**src/design/lc3b_defs.svh**
```systemverilog
`ifndef LC3B_DEFS_SVH
`define LC3B_DEFS_SVH

// byte address of the first fetch after reset
`define LC3B_RESET_PC 16'h0100

// unified memory depth in 16-bit words
`define LC3B_MEM_WORDS 1024

// cycles from a registered grant to the response pulse
`define LC3B_MEM_LATENCY 2

`endif

```
**src/design/lc3b_pkg.sv**
```systemverilog
package lc3b_pkg;

    typedef logic [15:0] lc3b_word;
    typedef logic [2:0]  lc3b_reg;
    typedef logic [2:0]  lc3b_nzp;
    typedef logic [4:0]  lc3b_imm5;
    typedef logic [5:0]  lc3b_offset6;
    typedef logic [1:0]  lc3b_mem_wmask;

    typedef enum logic [3:0] {
        op_br   = 4'b0000,
        op_add  = 4'b0001,
        op_ldb  = 4'b0010,
        op_stb  = 4'b0011,
        op_jsr  = 4'b0100,
        op_and  = 4'b0101,
        op_ldr  = 4'b0110,
        op_str  = 4'b0111,
        op_rti  = 4'b1000,
        op_not  = 4'b1001,
        op_ldi  = 4'b1010,
        op_sti  = 4'b1011,
        op_jmp  = 4'b1100,
        op_shf  = 4'b1101,
        op_lea  = 4'b1110,
        op_trap = 4'b1111
    } lc3b_opcode;

    typedef enum logic [1:0] {alu_add, alu_and, alu_not, alu_pass} lc3b_aluop;

    // execute stage sequencing
    typedef enum logic [1:0] {dp_idle, dp_execute, dp_mem_wait, dp_halted} lc3b_dp_state;

    typedef enum logic [1:0] {
        arb_free,
        arb_grant_ext,
        arb_grant_data,
        arb_grant_instr
    } lc3b_arb_state;

endpackage

```
**src/design/cpu_control.sv**
```systemverilog
`timescale 1ns/1ps

module cpu_control (
    input  lc3b_pkg::lc3b_opcode i_opcode,
    input  logic                 i_ir_5,
    output lc3b_pkg::lc3b_aluop  o_aluop,
    output logic                 o_alumux_sel,
    output logic                 o_load_regfile,
    output logic                 o_load_cc,
    output logic                 o_d_read,
    output logic                 o_d_write,
    output logic                 o_is_branch,
    output logic                 o_is_halt
);
    import lc3b_pkg::*;

    always_comb begin
        o_aluop        = alu_pass;
        o_alumux_sel   = 1'b0;
        o_load_regfile = 1'b0;
        o_load_cc      = 1'b0;
        o_d_read       = 1'b0;
        o_d_write      = 1'b0;
        o_is_branch    = 1'b0;
        o_is_halt      = 1'b0;
        case (i_opcode)
            op_add: begin
                o_aluop        = alu_add;
                // bit 5 picks imm5 over sr2
                o_alumux_sel   = i_ir_5;
                o_load_regfile = 1'b1;
                o_load_cc      = 1'b1;
            end
            op_and: begin
                o_aluop        = alu_and;
                o_alumux_sel   = i_ir_5;
                o_load_regfile = 1'b1;
                o_load_cc      = 1'b1;
            end
            op_not: begin
                o_aluop        = alu_not;
                o_load_regfile = 1'b1;
                o_load_cc      = 1'b1;
            end
            op_ldr: begin
                o_d_read       = 1'b1;
                o_load_regfile = 1'b1;
                o_load_cc      = 1'b1;
            end
            op_str: begin
                o_d_write = 1'b1;
            end
            op_br: begin
                o_is_branch = 1'b1;
            end
            // trap only stops the core
            op_trap: begin
                o_is_halt = 1'b1;
            end
            default: begin
                o_aluop = alu_pass;
            end
        endcase
    end

endmodule : cpu_control

```
**config.mk**
```make
export PLATFORM = sky130hd
export DESIGN_NAME = cpu_control
export DESIGN_NICKNAME = d
export VERILOG_FILES = /design/src/design/lc3b_defs.svh /design/src/design/lc3b_pkg.sv /design/src/design/cpu_control.sv
export SDC_FILE = /design/constraint.sdc
export NUM_CORES = 1
export LEC_CHECK = 0
export BUFFER_PORTS_ARGS = -buffer_cell sky130_fd_sc_hd__buf_2
export CORE_AREA = 2 2 39 41
export DETAILED_ROUTE_END_ITERATION = 7
export DIE_AREA = 0 0 41 43
export GPL_TIMING_DRIVEN = 0
export SLEW_MARGIN = 20
export SYNTH_ARGS = -nofsm -noshare
export SYNTH_HDL_FRONTEND = slang
export SYNTH_SLANG_ARGS = --single-unit
```
**constraint.sdc**
```tcl
create_clock -name vclk -period 0.8
set_input_delay 0.04 -clock vclk [all_inputs]
set_output_delay 0.04 -clock vclk [all_outputs]
set_load 0.02 [all_outputs]
```
==> impl_metrics.py <==
metrics = {
    "grt": {
        "grt_overflow": 0,
        "grt.total_usage_pct": 3.00,
        "grt_pass1_wl_um": 400,
        "grt_pass1_vias": 116,
        "grt_start_max_net_pins": 7,
        "antenna_found_initial": 0,
    },
    "die": {
        "rows": 14,
        "die_h_um": 43,
        "ios": 14,
        "dieArea_um2": 1760,
        "start_util_pct": 6.06,
        "core_area_um2": 1380,
        "die_w_um": 41,
    },
    "timing": {
        "post-route-min-period_ps": 774,
        "worst_pin_slew_ps": 227,
        "max_freq_ghz": 1.29,
        "finalCritPeriodShare_pct": 96.7,
        "rsz0062_at_grt": "false",
        "slew_headroom_pct": 84.7,
        "hold_slack_ps": 350,
        "finalMaxSlewViolations": 0,
        "setup_violations": 0,
        "hold_viol_final": 0,
    },
    "power": {
        "irDropWorstVdd_v": 0.000127,
        "power_leakage_nw": 0.120,
        "p_sw_share_pct": 52.5,
        "p_seq_share_pct": 0,
        "p_int_mw": 0.0503,
        "powerDensity_nw_per_um2": 529,
        "clockPowerShare_pct": 0,
        "power_switching_mw": 0.0556,
        "combPwrFrac_pct": 100.0,
    },
    "worst_setup_path": {
        "crit_path_cell_trace": "buf_6, nor2b_4, a32o_2, buf_4, buf_6",
        "cp_common_cell": "buf_6",
        "crit_required_ps": 760,
        "critical_path_arrival_ps": 730,
        "crit_type": "in2out",
        "end_kind": "primary output",
        "cp_slowest_stage_delay_ps": 220,
        "worstSetupStartpointType": "input port",
        "cp_max_fo": 4,
        "slowest_stage": "a32o_2",
    },
    "final_layout": {
        "final_common_cell": "buf_2",
        "diodes": 0,
        "layout_common_cells": "buf_2, buf_4, nor2_1",
        "seq_cells": 0,
        "nets": 36,
        "fill_cells": 161,
        "clkbuf_count": 0,
        "drive_gt1_share_pct": 62.1,
        "syn2layout_area_growth_pct": 139,
        "utilization_pct": 14.5,
        "multi_input_area_um2": 73.8,
        "ff_latch_area_um2": 0,
    },
    "synthesis": {
        "yosys.area.top_type_share_pct": 16.4,
        "syn-cell-area_um2": 83.8,
        "synthTopCellsByArea": "nor2b_4, and3_1, nor2_1",
        "ys_types": 10,
        "synth_top_area_cell": "nor2b_4",
        "syn_area_per_cell_um2": 5.99,
        "ys_seq_area_share_pct": 0,
        "synth_warnings": 0,
        "syn-num-nets": 19,
        "synthCells": 14,
    },
    "drt": {
        "antenna_left": 0,
        "vias": 155,
        "wirelength_um": 313,
        "drtPass1Iterations": 2,
        "drt_iter0_markers": 1,
        "drc_errors": 0,
        "routedWlPerCell_um": 6.96,
        "vias_per_cell": 3.44,
    },
    "clock_tree": {
        "hold_buffers": 0,
    },
    "outcome": {
        "status": "finished clean",
    },
    "hold_path": {
        "holdCritPathClass": "in2out",
    },
    "flow_run": {
        "drv_cap": 0,
    },
    "placement": {
        "portBuffers": 14,
        "place.gp.congestion": 0.432,
    },
}
## cell usage after synthesis (all sizes together)
library cell	number
nor2	3
and3	2
nand2	2
a32o	1
buf	1
inv	1
nand2b	1
nand3	1
nor2b	1
nor4	1
## metal layers
metal / global-route usage (%) / vias to the layer above / part of all wire, %
met3: 0 / 0 / 16
met5: 0 / - / 0
met1: 3.48 / 62 / 48
met4: 0 / 0 / 0
met2: 5.94 / 14 / 36
li1: - / 79 / -
## cell type report
type / instances / area share [%]
Tap cell: 16 / 10.0
Timing Repair Buffer: 15 / 47.5
Buffer: 1 / 3.75
Inverter: 1 / 1.88
Multi-Input combinational cell: 12 / 36.9
## repair_timing
item                                    in CTS  in global routing
gates resized for setup                      4                  2
pin swaps                                    1                  0
endpoints found under the setup margin       1                  2
buffers inserted                             1                  0
endpoints found under the hold margin        0                  0
## cell families after synthesis
logic type,after synthesis,synth area share [%]
buf+inv,2,13.4
simple gates,11,74.6
compound gates,1,11.9
## path summary, 6_finish.rpt
path | startpoint | endpoint | slack [ps] | cells after the start
max | i_opcode[0] | o_load_regfile | 30 | 5
min | i_opcode[0] | o_is_branch | 350 | 3
## critical path: cells and delay by family
kind / cells / cell delay (ps)
and+or+nand+nor: 1 / 120
buffers and inverters: 3 / 350
AOI/OAI and AO/OA: 1 / 220
## power groups by stage
stage / clock [mW] / sequential, mW / combinational, mW
global route: 0 / 0 / 0.116
floorplan: 0 / 0 / 0.0508
global placement: 0 / 0 / 0.0905
detailed placement: 0 / 0 / 0.0917
finish: 0 / 0 / 0.106
CTS: 0 / 0 / 0.104
## per-stage QoR
| step | setup TNS, ps | cells | area (um^2) | worst slack (ps) | power [mW] |
|---|---|---|---|---|---|
| floorplan | 0 | 14 | 83.8 | 0.802 | 0.0508 |
| global placement | -36.4 | 44 | 174 | -36.4 | 0.0905 |
| detailed placement | -34.1 | 44 | 174 | -34.1 | 0.0917 |
| CTS | 0 | 45 | 195 | 22.8 | 0.104 |
| global route | 0 | 45 | 200 | 3.36 | 0.116 |
| finish | 0 | 45 | 200 | 26.0 | 0.106 |
Power figures use the tool's default switching activity.
