`src/design/lc3b_defs.svh`:
```
`ifndef LC3B_DEFS_SVH
`define LC3B_DEFS_SVH

// byte address of the first fetch after reset
`define LC3B_RESET_PC 16'h0100

// unified memory depth in 16-bit words
`define LC3B_MEM_WORDS 1024

// cycles from a registered grant to the response pulse
`define LC3B_MEM_LATENCY 2

`endif

```
`src/design/lc3b_pkg.sv`:
```
package lc3b_pkg;

    typedef logic [15:0] lc3b_word;
    typedef logic [2:0]  lc3b_reg;
    typedef logic [2:0]  lc3b_nzp;
    typedef logic [4:0]  lc3b_imm5;
    typedef logic [5:0]  lc3b_offset6;
    typedef logic [1:0]  lc3b_mem_wmask;

    typedef enum logic [3:0] {
        op_br   = 4'b0000,
        op_add  = 4'b0001,
        op_ldb  = 4'b0010,
        op_stb  = 4'b0011,
        op_jsr  = 4'b0100,
        op_and  = 4'b0101,
        op_ldr  = 4'b0110,
        op_str  = 4'b0111,
        op_rti  = 4'b1000,
        op_not  = 4'b1001,
        op_ldi  = 4'b1010,
        op_sti  = 4'b1011,
        op_jmp  = 4'b1100,
        op_shf  = 4'b1101,
        op_lea  = 4'b1110,
        op_trap = 4'b1111
    } lc3b_opcode;

    typedef enum logic [1:0] {alu_add, alu_and, alu_not, alu_pass} lc3b_aluop;

    // execute stage sequencing
    typedef enum logic [1:0] {dp_idle, dp_execute, dp_mem_wait, dp_halted} lc3b_dp_state;

    typedef enum logic [1:0] {
        arb_free,
        arb_grant_ext,
        arb_grant_data,
        arb_grant_instr
    } lc3b_arb_state;

endpackage

```
`src/design/mem_arbiter.sv`:
```
`timescale 1ns/1ps

module mem_arbiter (
    input  logic                    i_clk,
    input  logic                    i_arst_n,
    input  logic                    i_ext_read,
    input  logic                    i_ext_write,
    input  lc3b_pkg::lc3b_word      i_ext_addr,
    input  lc3b_pkg::lc3b_word      i_ext_wdata,
    output logic                    o_ext_resp,
    output lc3b_pkg::lc3b_word      o_ext_rdata,
    input  logic                    i_data_read,
    input  logic                    i_data_write,
    input  lc3b_pkg::lc3b_word      i_data_addr,
    input  lc3b_pkg::lc3b_word      i_data_wdata,
    input  lc3b_pkg::lc3b_mem_wmask i_data_wmask,
    output logic                    o_data_resp,
    output lc3b_pkg::lc3b_word      o_data_rdata,
    input  logic                    i_instr_read,
    input  logic                    i_instr_write,
    input  lc3b_pkg::lc3b_word      i_instr_addr,
    input  lc3b_pkg::lc3b_word      i_instr_wdata,
    input  lc3b_pkg::lc3b_mem_wmask i_instr_wmask,
    output logic                    o_instr_resp,
    output lc3b_pkg::lc3b_word      o_instr_rdata,
    output logic                    o_mem_read,
    output logic                    o_mem_write,
    output lc3b_pkg::lc3b_word      o_mem_addr,
    output lc3b_pkg::lc3b_word      o_mem_wdata,
    output lc3b_pkg::lc3b_mem_wmask o_mem_wmask,
    input  logic                    i_mem_resp,
    input  lc3b_pkg::lc3b_word      i_mem_rdata
);
    import lc3b_pkg::*;

    lc3b_arb_state state;

    // fixed priority of external over data over instruction
    always_ff @(posedge i_clk or negedge i_arst_n) begin
        if (!i_arst_n) begin
            state <= arb_free;
        end else begin
            case (state)
                arb_free: begin
                    if (i_ext_read || i_ext_write) begin
                        state <= arb_grant_ext;
                    end else if (i_data_read || i_data_write) begin
                        state <= arb_grant_data;
                    end else if (i_instr_read || i_instr_write) begin
                        state <= arb_grant_instr;
                    end
                end
                default: begin
                    if (i_mem_resp) begin
                        state <= arb_free;
                    end
                end
            endcase
        end
    end

    always_comb begin
        o_mem_read  = 1'b0;
        o_mem_write = 1'b0;
        o_mem_addr  = '0;
        o_mem_wdata = '0;
        o_mem_wmask = '0;
        case (state)
            arb_grant_ext: begin
                o_mem_read  = i_ext_read;
                o_mem_write = i_ext_write;
                o_mem_addr  = i_ext_addr;
                o_mem_wdata = i_ext_wdata;
                // external writes are always full words
                o_mem_wmask = 2'b11;
            end
            arb_grant_data: begin
                o_mem_read  = i_data_read;
                o_mem_write = i_data_write;
                o_mem_addr  = i_data_addr;
                o_mem_wdata = i_data_wdata;
                o_mem_wmask = i_data_wmask;
            end
            arb_grant_instr: begin
                o_mem_read  = i_instr_read;
                o_mem_write = i_instr_write;
                o_mem_addr  = i_instr_addr;
                o_mem_wdata = i_instr_wdata;
                o_mem_wmask = i_instr_wmask;
            end
            default: begin
                o_mem_read = 1'b0;
            end
        endcase
    end

    assign o_ext_resp    = (state == arb_grant_ext) && i_mem_resp;
    assign o_data_resp   = (state == arb_grant_data) && i_mem_resp;
    assign o_instr_resp  = (state == arb_grant_instr) && i_mem_resp;
    assign o_ext_rdata   = (state == arb_grant_ext) ? i_mem_rdata : '0;
    assign o_data_rdata  = (state == arb_grant_data) ? i_mem_rdata : '0;
    assign o_instr_rdata = (state == arb_grant_instr) ? i_mem_rdata : '0;

    // every memory response lands on exactly one requester
    a_one_resp: assert property (@(posedge i_clk) disable iff (!i_arst_n)
        i_mem_resp |-> $onehot({o_ext_resp, o_data_resp, o_instr_resp}));

endmodule : mem_arbiter

```
`config.mk`:
```
export PLATFORM = sky130hd
export DESIGN_NAME = mem_arbiter
export DESIGN_NICKNAME = d
export VERILOG_FILES = /design/src/design/lc3b_defs.svh /design/src/design/lc3b_pkg.sv /design/src/design/mem_arbiter.sv
export SDC_FILE = /design/constraint.sdc
export NUM_CORES = 1
export LEC_CHECK = 0
export ABC_CLOCK_PERIOD_IN_PS = 1600
export BUFFER_PORTS_ARGS = -buffer_cell sky130_fd_sc_hd__buf_4
export CORE_AREA = 2 2 82 84
export CTS_BUF_LIST = sky130_fd_sc_hd__clkbuf_8
export CTS_CLUSTER_DIAMETER = 50
export DETAILED_ROUTE_END_ITERATION = 16
export DIE_AREA = 0 0 84 86
export GPL_ROUTABILITY_DRIVEN = 0
export PLACE_DENSITY = 0.67
export SLEW_MARGIN = 20
export SYNTH_ARGS = -nofsm -noshare
export SYNTH_HDL_FRONTEND = slang
export SYNTH_SLANG_ARGS = --single-unit
```
`constraint.sdc`:
```
create_clock -name i_clk -period 1.6 [get_ports i_clk]
set_input_delay 0 -clock i_clk [delete_from_list [all_inputs] [get_ports i_clk]]
set_output_delay 0 -clock i_clk [all_outputs]
set_load 0.01 [all_outputs]
```
==> flow_summary.ini, run 1 <==
[setup_path]
regToRegStartpoint = state[0]
worst_reg2reg_path_endpoint = state[0]
worstPathArrival_ps = 1550
critical_path_required_ps = 1600
worstSetupPathType = reg -> out
crit_fanout = 14
r2r_cells = 3
ff2ff_setup_slack_ps = 370
setup.worst_path.start_class = register
end_kind = output pin

[power]
power_density_nw_per_um2 = 632
total_leakage_power_uw = 0.00179
vdd.ir_drop.worst_mv = 0.280
report.power.total_uw = 1990

[route]
route.antenna.remaining_nets = 0
detail_route.first_pass.iterations = 4
drtIter0Drc = 25
num_vias = 2090
drt-total-wl_mm = 6.52
drt-wirelength-per-cell_um = 14.7
vias_per_cell = 4.73
drc_errors = 0

[sta]
finalSetupViolations = 0
rsz0062_at_grt = false
timing_worst_slew_pin_value_ps = 311
max_clock_freq_ghz = 0.646
timing.final.crit_share_pct = 96.8
maxSlewHeadroom_pct = 79.2
fin_setup_tns_ps = 0
worst_clock_skew_ps = 1.07
final.min_clock_period_ps = 1550
maxSlewViolCount = 0
finalHoldViolCount = 0

[floorplan]
die_area_um2 = 7220
die_h_um = 86
io-pin-count = 212
floorplan.core_area_um2 = 6280
fp-row-count = 29
initial_utilization_pct = 21.8
die_width_um = 84

[placement]
dpl.hpwl_mm = 5.50
port_buffers = 211

[cts]
root_buf_cell = sky130_fd_sc_hd__clkbuf_8
cts.reportedPaths.clkPinSlew_ps = 30
cts_sinks = 2
ctsLongestPathBuffers = 2
h_tree_levels = 1
clock_latency_ps = 210
tritoncts = built
cts_made_buffers = 3

[final_layout]
n_antenna_cell = 0
final_nets = 492
final_layout_size_suffix_gt1_share_pct = 72.6
most_frequent_cells_in_the_layout = sky130_fd_sc_hd__buf_4, sky130_fd_sc_hd__a22o_1, sky130_fd_sc_hd__and2_1, sky130_fd_sc_hd__mux2_4, sky130_fd_sc_hd__and3_1
leading_registers_by_flop_count = state x2
largest_register_ffs = 2
max_flop_register = state
mostFrequentLayoutCell = sky130_fd_sc_hd__buf_4
areaGrowthSynthToFinish_pct = 130

[min_path]
timing.hold.worst_path_depth = 4
min_delay_src = i_ext_write
timing.hold.worst.class = in -> reg
worstHoldEndpoint = state[1]

[logic_synthesis]
number_of_distinct_standard_cells_referenced_by_the_synthesized_netlist = 22
syn_inst = 155
syn_nets = 280
yosysWarningCount = 0
synth_area_um2 = 1370
syn-mean-instance-area_um2 = 8.85
synth_seq_cells = 2
fraction_of_the_yosys_area_taken_by_sequential_cells_pct = 3.65

[grt]
grt_antenna_before_repair = 0
globalRouteOverflowTotal = 0
grt_max_degree = 31
grt_use_met3_pct = 4.52
globalRouteMet2Util_pct = 32.4
grt_pass1_vias = 2186
grtUsageTotal_pct = 16.7
grt_pass1_wl_mm = 9.98
busiest_layer = met2
met1_usage_pct = 16.7

[job]
maxCapViolations = 0

[run_status]
run_status = finished, final reports clean
[through the flow]
stage                     util, %  hold WS (ps)  setup WS [ps]  instances  cell area [um2]
after floorplan                 -          -296            459        155             1370
after global placement       48.5          -214            245        434             3050
after detailed placement     48.5          -213            228        434             3050
after CTS                    49.6          85.6           17.6        440             3120
after global routing         50.2           116          0.418        442             3150
final                        50.2          86.4           51.9        442             3150
[critical path: stages, from the launching register on]
cell	delay, ps
sky130_fd_sc_hd__dfrtp_2	470
sky130_fd_sc_hd__buf_12	200
sky130_fd_sc_hd__mux2_2	340
sky130_fd_sc_hd__a22o_1	180
sky130_fd_sc_hd__buf_4	140
[routing by layer]
metal,vias to the layer above,share of wire (%)
li1,999,-
met1,945,34
met2,135,54
met3,11,10
met4,0,1.6
met5,-,0
[cells by family after synthesis]
group	share of synthesized area, %
AOI/OAI and AO/OA	24.5
buffers and inverters	8.48
muxes	36.1
and+or+nand+nor	27.2
DFF	3.65
[repair_timing]
| item | in CTS | in global routing |
|---|---|---|
| hold buffers | 2 | 0 |
| buffers inserted | 1 | 1 |
| cloned | 0 | 1 |
| setup endpoints to repair | 1 | 4 |
| resized for setup | 0 | 1 |
| hold endpoints to repair | 3 | 0 |
[how the worst max path moves through the flow]
stage / start / to / slack [ps]
4_1_cts: state[1] / o_mem_addr[2] / 20
5_1_grt: state[1] / o_mem_wdata[10] / 0.4
3_5_place_dp: state[1] / o_mem_addr[2] / 230
3_3_place_gp: state[1] / o_mem_addr[2] / 250
2_1_floorplan: state[1] / o_mem_addr[10] / 460
6_report: state[1] / o_mem_addr[2] / 50
[cells in the mapped netlist]
cell type	count	area [um2]
sky130_fd_sc_hd__nand3_1	1	5.00
sky130_fd_sc_hd__nor2_1	1	3.75
sky130_fd_sc_hd__mux2_2	4	45.0
sky130_fd_sc_hd__clkbuf_2	2	10.0
sky130_fd_sc_hd__inv_2	1	3.75
sky130_fd_sc_hd__nand2_1	2	7.51
sky130_fd_sc_hd__or4_1	1	7.51
sky130_fd_sc_hd__mux2_4	30	450
sky130_fd_sc_hd__a221oi_1	1	8.76
sky130_fd_sc_hd__o21ai_0	5	25.0
sky130_fd_sc_hd__nor2_4	1	11.3
sky130_fd_sc_hd__a22o_1	34	298
sky130_fd_sc_hd__clkbuf_1	4	15.0
sky130_fd_sc_hd__and2_1	34	213
sky130_fd_sc_hd__and3_1	17	106
sky130_fd_sc_hd__nor2b_4	1	13.8
sky130_fd_sc_hd__buf_6	4	45.0
sky130_fd_sc_hd__o21ai_1	1	5.00
sky130_fd_sc_hd__nor3_1	1	5.00
sky130_fd_sc_hd__buf_4	1	7.51
sky130_fd_sc_hd__buf_2	7	35.0
sky130_fd_sc_hd__dfrtp_1	2	50.1
[power breakdown]
part	leakage (uW)	switching, uW	internal, uW
Clock	0.0000216	41.9	159
Sequential	0.0000221	23.8	61.9
Combinational	0.00175	688	1020
Total	0.00179	754	1240
[area by class of cell]
| cell class | instances | area (um2) |
|---|---|---|
| Multi-Input combinational cell | 134 | 1200 |
| Fill cell | 627 | 3130 |
| Timing Repair Buffer | 225 | 1750 |
| Inverter | 1 | 3.75 |
| Clock buffer | 3 | 41.3 |
| Sequential cell | 2 | 52.6 |
| Tap cell | 77 | 96.3 |
Note: power is estimated with default switching activity, not from simulation.
==> run 2: changes to the inputs <==
--- a/config.mk
+++ b/config.mk
@@ -9,5 +9,5 @@
 export BUFFER_PORTS_ARGS = -buffer_cell sky130_fd_sc_hd__buf_4
 export CORE_AREA = 2 2 82 84
-export CTS_BUF_LIST = sky130_fd_sc_hd__clkbuf_8
+export CTS_BUF_LIST = sky130_fd_sc_hd__clkbuf_4 sky130_fd_sc_hd__clkbuf_8
 export CTS_CLUSTER_DIAMETER = 50
 export DETAILED_ROUTE_END_ITERATION = 16
==> constraint.sdc (replaced) <==
create_clock -name i_clk -period 1.6 [get_ports i_clk]
set_input_delay 0.48 -clock i_clk [delete_from_list [all_inputs] [get_ports i_clk]]
set_output_delay 0.48 -clock i_clk [all_outputs]
set_load 0.01 [all_outputs]
==> flow_summary.ini, run 2 (synthesized netlist as in run 1, its figures left out) <==
[sta]
hold-worst-slack_ps = 54.8
finalSetupViolations = 87
final.min_clock_period_ps = 1990
fin_setup_tns_ps = -23140
worst_clock_skew_ps = 0.171
maxSlewHeadroom_pct = 83.0
finalHoldViolCount = 0
timing_worst_slew_pin_value_ps = 253
rsz0062_at_grt = true
worst_slack_ps = -386
max_clock_freq_ghz = 0.503
timing.final.crit_share_pct = 124
maxSlewViolCount = 0

[floorplan]
fp-row-count = 29
die_width_um = 84
initial_utilization_pct = 21.8
io-pin-count = 212
die_h_um = 86
floorplan.core_area_um2 = 6280
die_area_um2 = 7220

[run_status]
violations = setup timing
run_status = finished, violations left

[setup_path]
worstPathArrival_ps = 1510
setup.worst_path.start_class = register
cpPeakStageDelay_ps = 420
critical_path_required_ps = 1120
ff2ff_setup_slack_ps = 420
critical_path.cell_chain = buf_12 -> mux2_2 -> a22o_1 -> buf_4
crit_fanout = 20
worst_reg2reg_path_endpoint = state[1]
regToRegStartpoint = state[0]
r2r_cells = 4
timing.critical_path.slowest_stage_cell = sky130_fd_sc_hd__dfrtp_2
end_kind = output pin
timing.critical_path.buf_inv = 2
worstSetupPathType = reg -> out
path_delay_family = flip-flops

[grt]
grt_max_degree = 34
grtUsageTotal_pct = 16.8
grt_use_met3_pct = 4.52
grt_pass1_wl_mm = 9.94
grt_pass1_vias = 2113
globalRouteMet2Util_pct = 34.0
met1_usage_pct = 16.3
busiest_layer = met2
grt_antenna_before_repair = 0
globalRouteOverflowTotal = 0

[cts]
tritoncts = built
cts_made_buffers = 3
cts_sinks = 2
count_of_hold_buffers_inserted_by_post_cts_repair = 0
clock_latency_ps = 210
ctsLongestPathBuffers = 2
h_tree_levels = 1
cts.reportedPaths.clkPinSlew_ps = 30
root_buf_cell = sky130_fd_sc_hd__clkbuf_8

[route]
vias_per_cell = 4.64
detail_route.first_pass.iterations = 4
drc_errors = 0
num_vias = 2067
route.antenna.remaining_nets = 0
drt-total-wl_mm = 6.63
drtIter0Drc = 47
drt-wirelength-per-cell_um = 14.9

[placement]
port_buffers = 211
detailedPlace.worstSlack_ps = -200
dpl.hpwl_mm = 5.64
placedInstanceArea_um2 = 3130

[final_layout]
n_antenna_cell = 0
multi_input_comb_area_um2 = 1240
areaGrowthSynthToFinish_pct = 142
largest_register_ffs = 2
mostFrequentLayoutCell = sky130_fd_sc_hd__buf_4
final_layout_size_suffix_gt1_share_pct = 74.7
most_frequent_cells_in_the_layout = sky130_fd_sc_hd__buf_4, sky130_fd_sc_hd__a22o_1, sky130_fd_sc_hd__and2_1, sky130_fd_sc_hd__mux2_4, sky130_fd_sc_hd__buf_6
final_design_area_no_fill_um2 = 3320
final_nets = 495
fill_cells = 595
utilization_pct = 52.9
max_flop_register = state
layout.area.seq_um2 = 52.6
leading_registers_by_flop_count = state x2

[power]
power_density_nw_per_um2 = 647
total_leakage_power_uw = 0.00184
vdd.ir_drop.worst_mv = 0.311

[job]
maxCapViolations = 0

[min_path]
timing.hold.worst.class = in -> async
run 2: cell count changes in the layout (fill, tap and decap cells not counted), sizes merged:
cell         change
buf              +6
clkbuf           -1
dlygate4sd3      -2
run 2: how the worst max path moves through the flow:
stage,from,endpoint,slack (ps),cells after the start
floorplan,state[1],o_mem_addr[10],-20,4
global placement,state[1],o_mem_addr[1],-190,4
detailed placement,state[1],o_mem_addr[1],-200,4
CTS,state[1],o_mem_addr[0],-390,4
global route,state[1],o_mem_addr[0],-420,4
finish,state[1],o_mem_addr[0],-390,4
run 2: timing repair:
action                                 4_1_cts  5_1_grt
endpoints found under the hold margin        0        0
setup buffers                                1        1
setup endpoints to repair                   87       87
resized for setup                           32        5
run 2: power breakdown:
part | switching, uW | leakage (uW) | internal [uW]
combinational | 731 | 0.00180 | 1140
clock | 34.3 | 0.0000216 | 159
sequential | 20.1 | 0.0000221 | 61.9
run 2: worst reg2reg max path, cell delays in order, from the launching register on:
cell and delay (ps):
sky130_fd_sc_hd__dfrtp_2 440, sky130_fd_sc_hd__buf_12 180, sky130_fd_sc_hd__nor3_1 280, sky130_fd_sc_hd__nand3_1 110, sky130_fd_sc_hd__o21ai_1 90
run 2: area by class of cell:
cell class              count  area share (%)
clock buffers               3            1.24
repair buffers            228            56.9
multi-input cells         134            37.2
flip-flops and latches      2            1.58
well taps                  77            2.90
inverters                   1           0.113
run 2: per-stage QoR:
stage / total power [uW] / instances
after floorplan: 938 / 155
after global placement: 1830 / 440
after detailed placement: 1850 / 440
after CTS: 2160 / 444
after global routing: 2280 / 445
final: 2150 / 445
run 2: metal layers:
metal | vias to the layer above | wire (um)
met5 | - | 0
met4 | 0 | 97
met3 | 10 | 726
met2 | 141 | 3610
met1 | 911 | 2190
li1 | 1005 | -
