File: src/design/lc3b_defs.svh
`ifndef LC3B_DEFS_SVH
`define LC3B_DEFS_SVH

// byte address of the first fetch after reset
`define LC3B_RESET_PC 16'h0100

// unified memory depth in 16-bit words
`define LC3B_MEM_WORDS 1024

// cycles from a registered grant to the response pulse
`define LC3B_MEM_LATENCY 2

`endif

File: src/design/lc3b_pkg.sv
package lc3b_pkg;

    typedef logic [15:0] lc3b_word;
    typedef logic [2:0]  lc3b_reg;
    typedef logic [2:0]  lc3b_nzp;
    typedef logic [4:0]  lc3b_imm5;
    typedef logic [5:0]  lc3b_offset6;
    typedef logic [1:0]  lc3b_mem_wmask;

    typedef enum logic [3:0] {
        op_br   = 4'b0000,
        op_add  = 4'b0001,
        op_ldb  = 4'b0010,
        op_stb  = 4'b0011,
        op_jsr  = 4'b0100,
        op_and  = 4'b0101,
        op_ldr  = 4'b0110,
        op_str  = 4'b0111,
        op_rti  = 4'b1000,
        op_not  = 4'b1001,
        op_ldi  = 4'b1010,
        op_sti  = 4'b1011,
        op_jmp  = 4'b1100,
        op_shf  = 4'b1101,
        op_lea  = 4'b1110,
        op_trap = 4'b1111
    } lc3b_opcode;

    typedef enum logic [1:0] {alu_add, alu_and, alu_not, alu_pass} lc3b_aluop;

    // execute stage sequencing
    typedef enum logic [1:0] {dp_idle, dp_execute, dp_mem_wait, dp_halted} lc3b_dp_state;

    typedef enum logic [1:0] {
        arb_free,
        arb_grant_ext,
        arb_grant_data,
        arb_grant_instr
    } lc3b_arb_state;

endpackage

File: src/design/cpu_datapath.sv
`timescale 1ns/1ps
`include "lc3b_defs.svh"

module cpu_datapath (
    input  logic                    i_clk,
    input  logic                    i_arst_n,
    input  logic                    i_run,
    input  lc3b_pkg::lc3b_aluop     i_aluop,
    input  logic                    i_alumux_sel,
    input  logic                    i_load_regfile,
    input  logic                    i_load_cc,
    input  logic                    i_d_read,
    input  logic                    i_d_write,
    input  logic                    i_is_branch,
    input  logic                    i_is_halt,
    output lc3b_pkg::lc3b_opcode    o_opcode,
    output logic                    o_ir_5,
    output logic                    o_i_mem_read,
    output lc3b_pkg::lc3b_word      o_i_mem_address,
    input  logic                    i_i_mem_resp,
    input  lc3b_pkg::lc3b_word      i_i_mem_rdata,
    output logic                    o_d_mem_read,
    output logic                    o_d_mem_write,
    output lc3b_pkg::lc3b_word      o_d_mem_address,
    output lc3b_pkg::lc3b_word      o_d_mem_wdata,
    output lc3b_pkg::lc3b_mem_wmask o_d_mem_byte_enable,
    input  logic                    i_d_mem_resp,
    input  lc3b_pkg::lc3b_word      i_d_mem_rdata,
    output logic                    o_halted
);
    import lc3b_pkg::*;

    lc3b_dp_state state;
    lc3b_word     pc;
    lc3b_word     fetch_addr;
    lc3b_word     if_pc;
    lc3b_word     if_ir;
    logic         if_valid;
    logic         fetch_pending;
    logic         drop_resp;
    lc3b_word     regfile [8];
    lc3b_nzp      nzp;
    lc3b_reg      mem_dest;

    lc3b_reg      dest;
    lc3b_reg      src1;
    lc3b_reg      src2;
    lc3b_imm5     imm5;
    lc3b_offset6  offset6;
    lc3b_word     src1_data;
    lc3b_word     src2_data;
    lc3b_word     alumux_out;
    lc3b_word     alu_out;
    lc3b_word     mem_addr;
    lc3b_word     br_target;
    lc3b_word     next_fetch;
    logic         exec_fire;
    logic         br_taken;
    logic         fetch_start;
    logic         wb_en;
    logic         cc_en;
    lc3b_reg      wb_dest;
    lc3b_word     wb_data;
    lc3b_nzp      wb_nzp;

    // decode straight out of the if-stage register
    assign o_opcode = lc3b_opcode'(if_ir[15:12]);
    assign o_ir_5   = if_ir[5];
    assign dest     = if_ir[11:9];
    assign src1     = if_ir[8:6];
    // STR takes its store data from the dest field
    assign src2     = i_d_write ? if_ir[11:9] : if_ir[2:0];
    assign imm5     = if_ir[4:0];
    assign offset6  = if_ir[5:0];

    assign src1_data  = regfile[src1];
    assign src2_data  = regfile[src2];
    assign alumux_out = i_alumux_sel ? {{11{imm5[4]}}, imm5} : src2_data;

    always_comb begin
        case (i_aluop)
            alu_add:  alu_out = src1_data + alumux_out;
            alu_and:  alu_out = src1_data & alumux_out;
            alu_not:  alu_out = ~src1_data;
            alu_pass: alu_out = src1_data;
            default:  alu_out = src1_data;
        endcase
    end

    // word offsets, shifted to byte addresses
    assign mem_addr  = src1_data + {{9{offset6[5]}}, offset6, 1'b0};
    assign br_target = if_pc + 16'd2 + {{6{if_ir[8]}}, if_ir[8:0], 1'b0};

    assign exec_fire  = (state == dp_execute) && if_valid;
    assign br_taken   = exec_fire && i_is_branch && |(if_ir[11:9] & nzp);
    assign next_fetch = br_taken ? br_target : pc;

    // the IR is always drained before a fetch started here can answer
    assign fetch_start = (!fetch_pending || i_i_mem_resp) && !(exec_fire && i_is_halt)
                       && ((state == dp_execute) || (state == dp_idle && i_run));

    assign wb_en   = (exec_fire && i_load_regfile && !i_d_read)
                   || (state == dp_mem_wait && i_d_mem_resp && o_d_mem_read);
    assign cc_en   = (exec_fire && i_load_cc && !i_d_read)
                   || (state == dp_mem_wait && i_d_mem_resp && o_d_mem_read);
    assign wb_dest = (state == dp_mem_wait) ? mem_dest : dest;
    assign wb_data = (state == dp_mem_wait) ? i_d_mem_rdata : alu_out;
    assign wb_nzp  = wb_data[15] ? 3'b100 : ((wb_data == '0) ? 3'b010 : 3'b001);

    assign o_i_mem_read        = fetch_pending;
    assign o_i_mem_address     = fetch_addr;
    assign o_d_mem_byte_enable = 2'b11;
    assign o_halted            = (state == dp_halted);

    always_ff @(posedge i_clk or negedge i_arst_n) begin
        if (!i_arst_n) begin
            pc            <= `LC3B_RESET_PC;
            fetch_pending <= 1'b0;
            drop_resp     <= 1'b0;
            if_valid      <= 1'b0;
        end else begin
            if (fetch_start) begin
                pc            <= next_fetch + 16'd2;
                fetch_pending <= 1'b1;
            end else begin
                if (br_taken) begin
                    pc <= br_target;
                end
                if (i_i_mem_resp) begin
                    fetch_pending <= 1'b0;
                end
            end
            // a taken branch orphans the fetch still in flight
            if (i_i_mem_resp) begin
                drop_resp <= 1'b0;
            end else if (br_taken && fetch_pending) begin
                drop_resp <= 1'b1;
            end
            if (i_i_mem_resp && !drop_resp && !br_taken) begin
                if_valid <= 1'b1;
            end else if (exec_fire) begin
                if_valid <= 1'b0;
            end
        end
    end

    always_ff @(posedge i_clk or negedge i_arst_n) begin
        if (!i_arst_n) begin
            state         <= dp_idle;
            o_d_mem_read  <= 1'b0;
            o_d_mem_write <= 1'b0;
            nzp           <= 3'b010;
            regfile       <= '{default: '0};
        end else begin
            case (state)
                dp_idle: begin
                    if (i_run) begin
                        state <= dp_execute;
                    end
                end
                dp_execute: begin
                    if (exec_fire && i_is_halt) begin
                        state <= dp_halted;
                    end else if (exec_fire && (i_d_read || i_d_write)) begin
                        state         <= dp_mem_wait;
                        o_d_mem_read  <= i_d_read;
                        o_d_mem_write <= i_d_write;
                    end
                end
                dp_mem_wait: begin
                    if (i_d_mem_resp) begin
                        state         <= dp_execute;
                        o_d_mem_read  <= 1'b0;
                        o_d_mem_write <= 1'b0;
                    end
                end
                default: begin
                    // halted until reset
                    state <= dp_halted;
                end
            endcase
            if (wb_en) begin
                regfile[wb_dest] <= wb_data;
            end
            if (cc_en) begin
                nzp <= wb_nzp;
            end
        end
    end

    always_ff @(posedge i_clk) begin
        if (fetch_start) begin
            fetch_addr <= next_fetch;
        end
        if (i_i_mem_resp) begin
            if_ir <= i_i_mem_rdata;
            if_pc <= fetch_addr;
        end
        if (exec_fire && (i_d_read || i_d_write)) begin
            o_d_mem_address <= mem_addr;
            o_d_mem_wdata   <= src2_data;
            mem_dest        <= dest;
        end
    end

    // pending requests keep their address until the arbiter answers
    a_i_addr_stable: assert property (@(posedge i_clk) disable iff (!i_arst_n)
        (o_i_mem_read && !i_i_mem_resp) |=> $stable(o_i_mem_address));
    a_d_addr_stable: assert property (@(posedge i_clk) disable iff (!i_arst_n)
        ((o_d_mem_read || o_d_mem_write) && !i_d_mem_resp) |=> $stable(o_d_mem_address));

endmodule : cpu_datapath

File: config.mk
export PLATFORM = sky130hd
export DESIGN_NAME = cpu_datapath
export DESIGN_NICKNAME = d
export VERILOG_FILES = /design/src/design/lc3b_pkg.sv /design/src/design/cpu_datapath.sv
export VERILOG_INCLUDE_DIRS = /design/src /design/src/design
export SDC_FILE = /design/constraint.sdc
export NUM_CORES = 1
export LEC_CHECK = 0
export BUFFER_PORTS_ARGS = -buffer_cell sky130_fd_sc_hd__buf_2
export CORE_MARGIN = 2
export CORE_UTILIZATION = 24
export CTS_CLUSTER_SIZE = 25
export DETAILED_ROUTE_END_ITERATION = 10
export SKIP_CTS_REPAIR_TIMING = 1
export SYNTH_ARGS = -nofsm -noshare
export SYNTH_HDL_FRONTEND = slang
export SYNTH_SLANG_ARGS = --single-unit
File: constraint.sdc
create_clock -name i_clk -period 8.48 [get_ports i_clk]
set_input_delay 1.272 -clock i_clk [delete_from_list [all_inputs] [get_ports i_clk]]
set_output_delay 1.272 -clock i_clk [all_outputs]
set_load 0.01 [all_outputs]
==> results of run 1 <==
==> worst max-delay path, cell delays in order <==
cell,delay (ps)
buf_2,220
mux2i_4,830
buf_4,350
mux4_2,330
mux2_2,320
nor2_1,130
nor2_1,70
ha_1,350
a2111oi_0,340
o21ai_0,230
nand2_1,190
xor2_1,160
o21ai_0,90
a221oi_1,1020
nand4_1,230
and2_1,230
==> synth_stat cells, drive strengths merged (4+ instances only) <==
master  instances  area (um2)
a211o           4        35.0
a211oi         13        97.6
a21o            5        37.5
a21oi          60         300
a221oi          5        43.8
a31oi          14        87.6
and2            8        50.1
and3            6        37.5
buf            27         183
clkbuf         38         143
dfrtp         152        3800
edfxtp         83        2490
ha             58         726
inv            31         116
mux2          116        1310
mux2i          35         350
mux4           57        1280
nand2          74         278
nand2b          9        56.3
nand3          14        75.1
nand3b          4        42.5
nand4           8        50.1
nor2          103         387
nor2b          12        75.1
nor3           19        95.1
nor3b           7        52.6
o211ai          5        37.5
o21a            8        60.1
o21ai          54         278
o41ai           5        51.3
or2             6        37.5
or3             5        31.3
xnor2          27         236
xor2           24         210
==> how the worst max path moves through the flow <==
stage	startpoint	end	slack, ps	cells after the start
2_1_floorplan	i_d_write	nzp[0]	2720	17
3_3_place_gp	i_d_write	nzp[0]	2220	16
3_5_place_dp	i_d_write	nzp[0]	2060	16
4_1_cts	i_d_write	nzp[0]	2600	16
5_1_grt	i_d_write	nzp[0]	1980	16
6_report	i_d_write	nzp[0]	2540	16
==> final cells by class <==
type                       count  area (um2)  share of cell area
sequential                   237        6350               0.402
clock buffer                  32         662              0.0419
tap                          756         946              0.0599
inverter                      32         120             0.00761
timing repair buffer         123         674              0.0427
multi-input combinational    815        6920               0.439
clock inverter                14         113             0.00713
==> metal layers <==
| metal | up-vias | wire (um) | track usage |
|---|---|---|---|
| met3 | 59 | 2330 | 0.0210 |
| met2 | 317 | 18100 | 0.213 |
| li1 | 4450 | - | - |
| met5 | - | 0 | 0 |
| met4 | 0 | 1060 | 0.0416 |
| met1 | 4989 | 16800 | 0.170 |
==> placed cells by master, fill, tap and decap left out, types with 21 or more instances in the layout <==
cell,synthesis,layout
a21oi_1,60,59
dfrtp_1,152,152
buf_4,9,21
edfxtp_1,83,83
ha_1,58,58
nor2_1,103,102
nand2_1,74,74
mux4_2,57,57
xnor2_1,27,27
mux2i_1,35,32
clkbuf_16,0,25
o21ai_0,49,48
buf_2,8,101
inv_1,31,31
xor2_1,24,24
mux2_2,116,116
==> registers in the layout, summed over array words and instances (netlist names) <==
signal	count
if_ir	16
if_pc	16
drop_resp	1
o_d_mem_address	16
o_i_mem_address	16
nzp	3
pc	16
o_d_mem_wdata	16
o_d_mem_read	1
regfile	128
if_valid	1
o_d_mem_write	1
o_i_mem_read	1
mem_dest	3
state	2
==> cell families (layout without fill, tap and decap cells) <==
| logic type | count (synthesis) | after routing | synth area share |
|---|---|---|---|
| compound gates | 206 | 206 | 0.0964 |
| xor+xnor | 51 | 51 | 0.0327 |
| fa+ha+maj | 61 | 61 | 0.0575 |
| buf+inv | 97 | 201 | 0.0326 |
| flops | 237 | 237 | 0.465 |
| mux | 208 | 208 | 0.215 |
| other cells | 1 | 2 | 0.000275 |
| simple gates | 287 | 287 | 0.100 |
==> power by group <==
group | switching [mW] | internal (mW) | total, mW
Combinational | 1.02 | 0.841 | 1.87
Clock | 0.468 | 0.586 | 1.05
Sequential | 0.244 | 1.58 | 1.82
Total | 1.74 | 3.01 | 4.74
==> reports/results.tsv, run 1 <==
stage	metric	value	unit
timing	maxSlewHeadroom	0.196	
timing	fmax	0.168	GHz
yosys	yosysWarnings	0	
floorplan	initial_core_util	0.243	
cells_and_area	fin_cells	2009	
floorplan	die_h	243	um
grt	globalRouteOverflowTotal	0	
setup_path	cp.required	8920	ps
setup_path	ff2ff_setup_slack	2900	ps
timing	tightest_slew	1200	ps
clocking	cts_made_buffers	25	
floorplan	fp.dieArea	58800	um2
drt	drtIter0Drc	983	
yosys	synth_ff_type	dfrtp_1	
cells_and_area	syn_to_final_growth	15.6	%
setup_path	start_kind	input pin	
cells_and_area	fin_area	15800	um2
drt	wl	38300	um
clocking	clk_path_buf_depth	3	
floorplan	die_w	243	um
grt	grt_pass1_wl	59500	um
timing	clock_skew	11.7	ps
worst_hold_path	min_path_cells	0	
setup_path	path_class	in2reg	
setup_path	reg2reg_depth	15	
clocking	clock_latency	540	ps
worst_hold_path	min_path_type	reg2reg	
cells_and_area	final_util	0.281	
drt	wl_per_cell	19.1	um
yosys	synthArstFlopShare	0.650	
drt	drcViolationCount	0	
timing	layout_setup_ws	2540	ps
power_and_ir_drop	power.density	301	nW/um2
drt	num_vias	9815	
timing	maxSlewViolCount	0	
placement	place_ws	2060	ps
run	cap_violations	0	
timing	finalHoldViolations	0	
grt	antenna_found_initial	0	
yosys	synth_edf_count	83	
cells_and_area	nets	1341	
grt	grt_max_degree	83	
placement	port_buffers	102	
yosys	postSynthCellCount	1148	
worst_hold_path	min_from	o_i_mem_address[6]	
setup_path	r2r_start	if_ir[1]	
drt	drtAntennaViolNets	0	
clocking	cts.sinks	237	
timing	fin_crit	5940	ps
placement	dpl_cell_area	15000	um2
timing	rsz0062_at_grt	no	
cells_and_area	nFillCells	5815	
timing	whs	442	ps
cells_and_area	drive_gt1_frac	0.287	
timing	finalCritPeriodShare	0.701	
clocking	root_buffer	clkbuf_16	
drt	dr.pass1.iters	5	
timing	tns	0	ps
placement	dpl.hpwl	27500	um
placement	globalplace.congestion	0.924	
worst_hold_path	hold_end	if_pc[6]	
power_and_ir_drop	finalPower	4.74	mW
setup_path	end_kind	register	
clocking	htree_levels	1	
cells_and_area	antenna_cells	0	
setup_path	arrival	6380	ps
run_status	status	completed	
drt	viasPerCell	4.89	
yosys	syn_area	13700	um2
floorplan	rows	87	
yosys	ys_seq_area_frac	0.465	
yosys	ys_ff_latch	237	
setup_path	r2r_end	nzp[0]	
timing	setup_viol_count_final	0	
power_and_ir_drop	power_leakage	6.67	nW
grt	first_global_vias	9976	
clocking	cts_tree	yes	
setup_path	path_max_fanout	21	
floorplan	core	56300	um2
placement	place_inst	1963	
yosys	syn_avg_cell_area	11.9	um2
floorplan	io_pins	105	
clocking	path_clk_slew	60	ps
power_and_ir_drop	ir_drop	0.190	mV
grt	grt.total_usage	0.128	
yosys	synth_cell_type_count	74	
Note: power is estimated with default switching activity, not from simulation.
==> inputs of run 2 (changes only) <==
clock period = 6.18 ns   (was 8.48 ns; I/O delays follow)
==> reports/results.tsv, run 2 (same netlist as run 1, synthesis figures left out) <==
stage	metric	value	unit
setup_path	cp.required	6620	ps
timing	clock_skew	22.7	ps
setup_path	startpoint	i_d_write	
cells_and_area	antenna_cells	0	
clocking	cts.sinks	237	
placement	place_inst	1975	
timing	whs	366	ps
clocking	clk_path_buf_depth	3	
drt	drcViolationCount	0	
grt	grt_max_degree	87	
timing	fin_crit	5170	ps
floorplan	die_h	243	um
floorplan	io_pins	105	
timing	finalCritPeriodShare	0.836	
grt	first_global_vias	9911	
floorplan	core	56300	um2
setup_path	path_class	in2reg	
power_and_ir_drop	power.density	416	nW/um2
run	cap_violations	0	
setup_path	arrival	5600	ps
drt	drtAntennaViolNets	0	
placement	globalplace.congestion	0.944	
cells_and_area	regMostFlops	regfile	
clocking	path_clk_slew	60	ps
placement	dpl.hpwl	28100	um
setup_path	r2r_start	if_ir[0]	
floorplan	rows	87	
timing	maxSlewViolCount	0	
grt	antenna_found_initial	0	
grt	grt.total_usage	0.131	
timing	fmax	0.193	GHz
clocking	clock_latency	560	ps
timing	setup_viol_count_final	0	
cells_and_area	final_util	0.284	
clocking	root_buffer	clkbuf_16	
timing	tightest_slew	1120	ps
cells_and_area	fin_area	16000	um2
floorplan	fp.dieArea	58800	um2
cells_and_area	syn_to_final_growth	17.0	%
cells_and_area	final_cell_mix	152 x dfrtp_1, 116 x mux2_2, 102 x nor2_1, 101 x buf_2, 83 x edfxtp_1	
placement	dpl_cell_area	15100	um2
setup_path	end_kind	register	
clocking	cts_made_buffers	26	
floorplan	initial_core_util	0.243	
run_status	status	completed	
cells_and_area	fin_cells	2022	
drt	dr.pass1.iters	5	
cells_and_area	nFillCells	5772	
cells_and_area	final_common_cell	dfrtp_1	
drt	drtIter0Drc	901	
timing	tns	0	ps
timing	finalHoldViolations	0	
timing	rsz0062_at_grt	no	
clocking	cts_tree	yes	
clocking	htree_levels	1	
setup_path	start_kind	input pin	
timing	maxSlewHeadroom	0.249	
drt	viasPerCell	4.90	
power_and_ir_drop	power_leakage	6.77	nW
grt	globalRouteOverflowTotal	0	
placement	port_buffers	102	
drt	wl	39200	um
cells_and_area	largest_register_ffs	128	
cells_and_area	nets	1354	
setup_path	path_max_fanout	11	
drt	num_vias	9913	
floorplan	die_w	243	um
cells_and_area	drive_gt1_frac	0.294	
power_and_ir_drop	ir_drop	0.229	mV
grt	grt_pass1_wl	60100	um
worst_hold_path	min_path_type	in2async	
drt	wl_per_cell	19.4	um
==> run 2: where the power goes <==
| group | internal, mW | switching, mW |
|---|---|---|
| combinational | 1.19 | 1.39 |
| sequential | 2.17 | 0.349 |
| clock | 0.888 | 0.650 |
| total | 4.25 | 2.39 |
==> run 2: area by class of cell <==
class	instances	area, um2	share of cell area
Sequential cell	237	6350	0.397
Inverter	32	120	0.00752
Multi-Input combinational cell	815	6920	0.433
Clock inverter	5	38.8	0.00243
Clock buffer	42	803	0.0503
Tap cell	756	946	0.0592
Timing Repair Buffer	135	802	0.0502
==> run 2: stage by stage <==
stage               setup WS (ps)  power [mW]
floorplan                     768        4.29
global placement              574        5.02
detailed placement            483        5.11
CTS                          1030        6.67
global route                  684        7.04
finish                       1010        6.64
==> run 2: final timing paths <==
path	cells after the start	slack, ps	end
setup / recovery	17	1010	nzp[0]
hold / removal	1	370	pc[0]
setup reg to reg	16	1120	nzp[0]
hold reg to reg	0	450	if_pc[0]
max in group asynchronous	2	4240	regfile[9]
min in group i_clk	0	450	if_pc[0]
==> run 2: metal layers <==
metal / up-vias / GRT usage / routed length, um
met1: 4992 / 0.170 / 16600
met2: 352 / 0.215 / 18400
li1: 4492 / - / -
met5: - / 0 / 0
met4: 0 / 0.0481 / 1270
met3: 77 / 0.0278 / 2920
==> run 2: critical path, cell delays in order <==
cell and delay (ps):
buf_2 220, mux2i_4 590, buf_12 240, mux4_2 500, mux2_2 320, nor2_1 110
nor2_1 50, ha_1 370, a2111oi_0 360, o21ai_0 230, a311o_1 360, a21boi_0 190
nor3_1 190, a2111o_1 330, nor4_1 280, nand4_1 160, and2_1 170
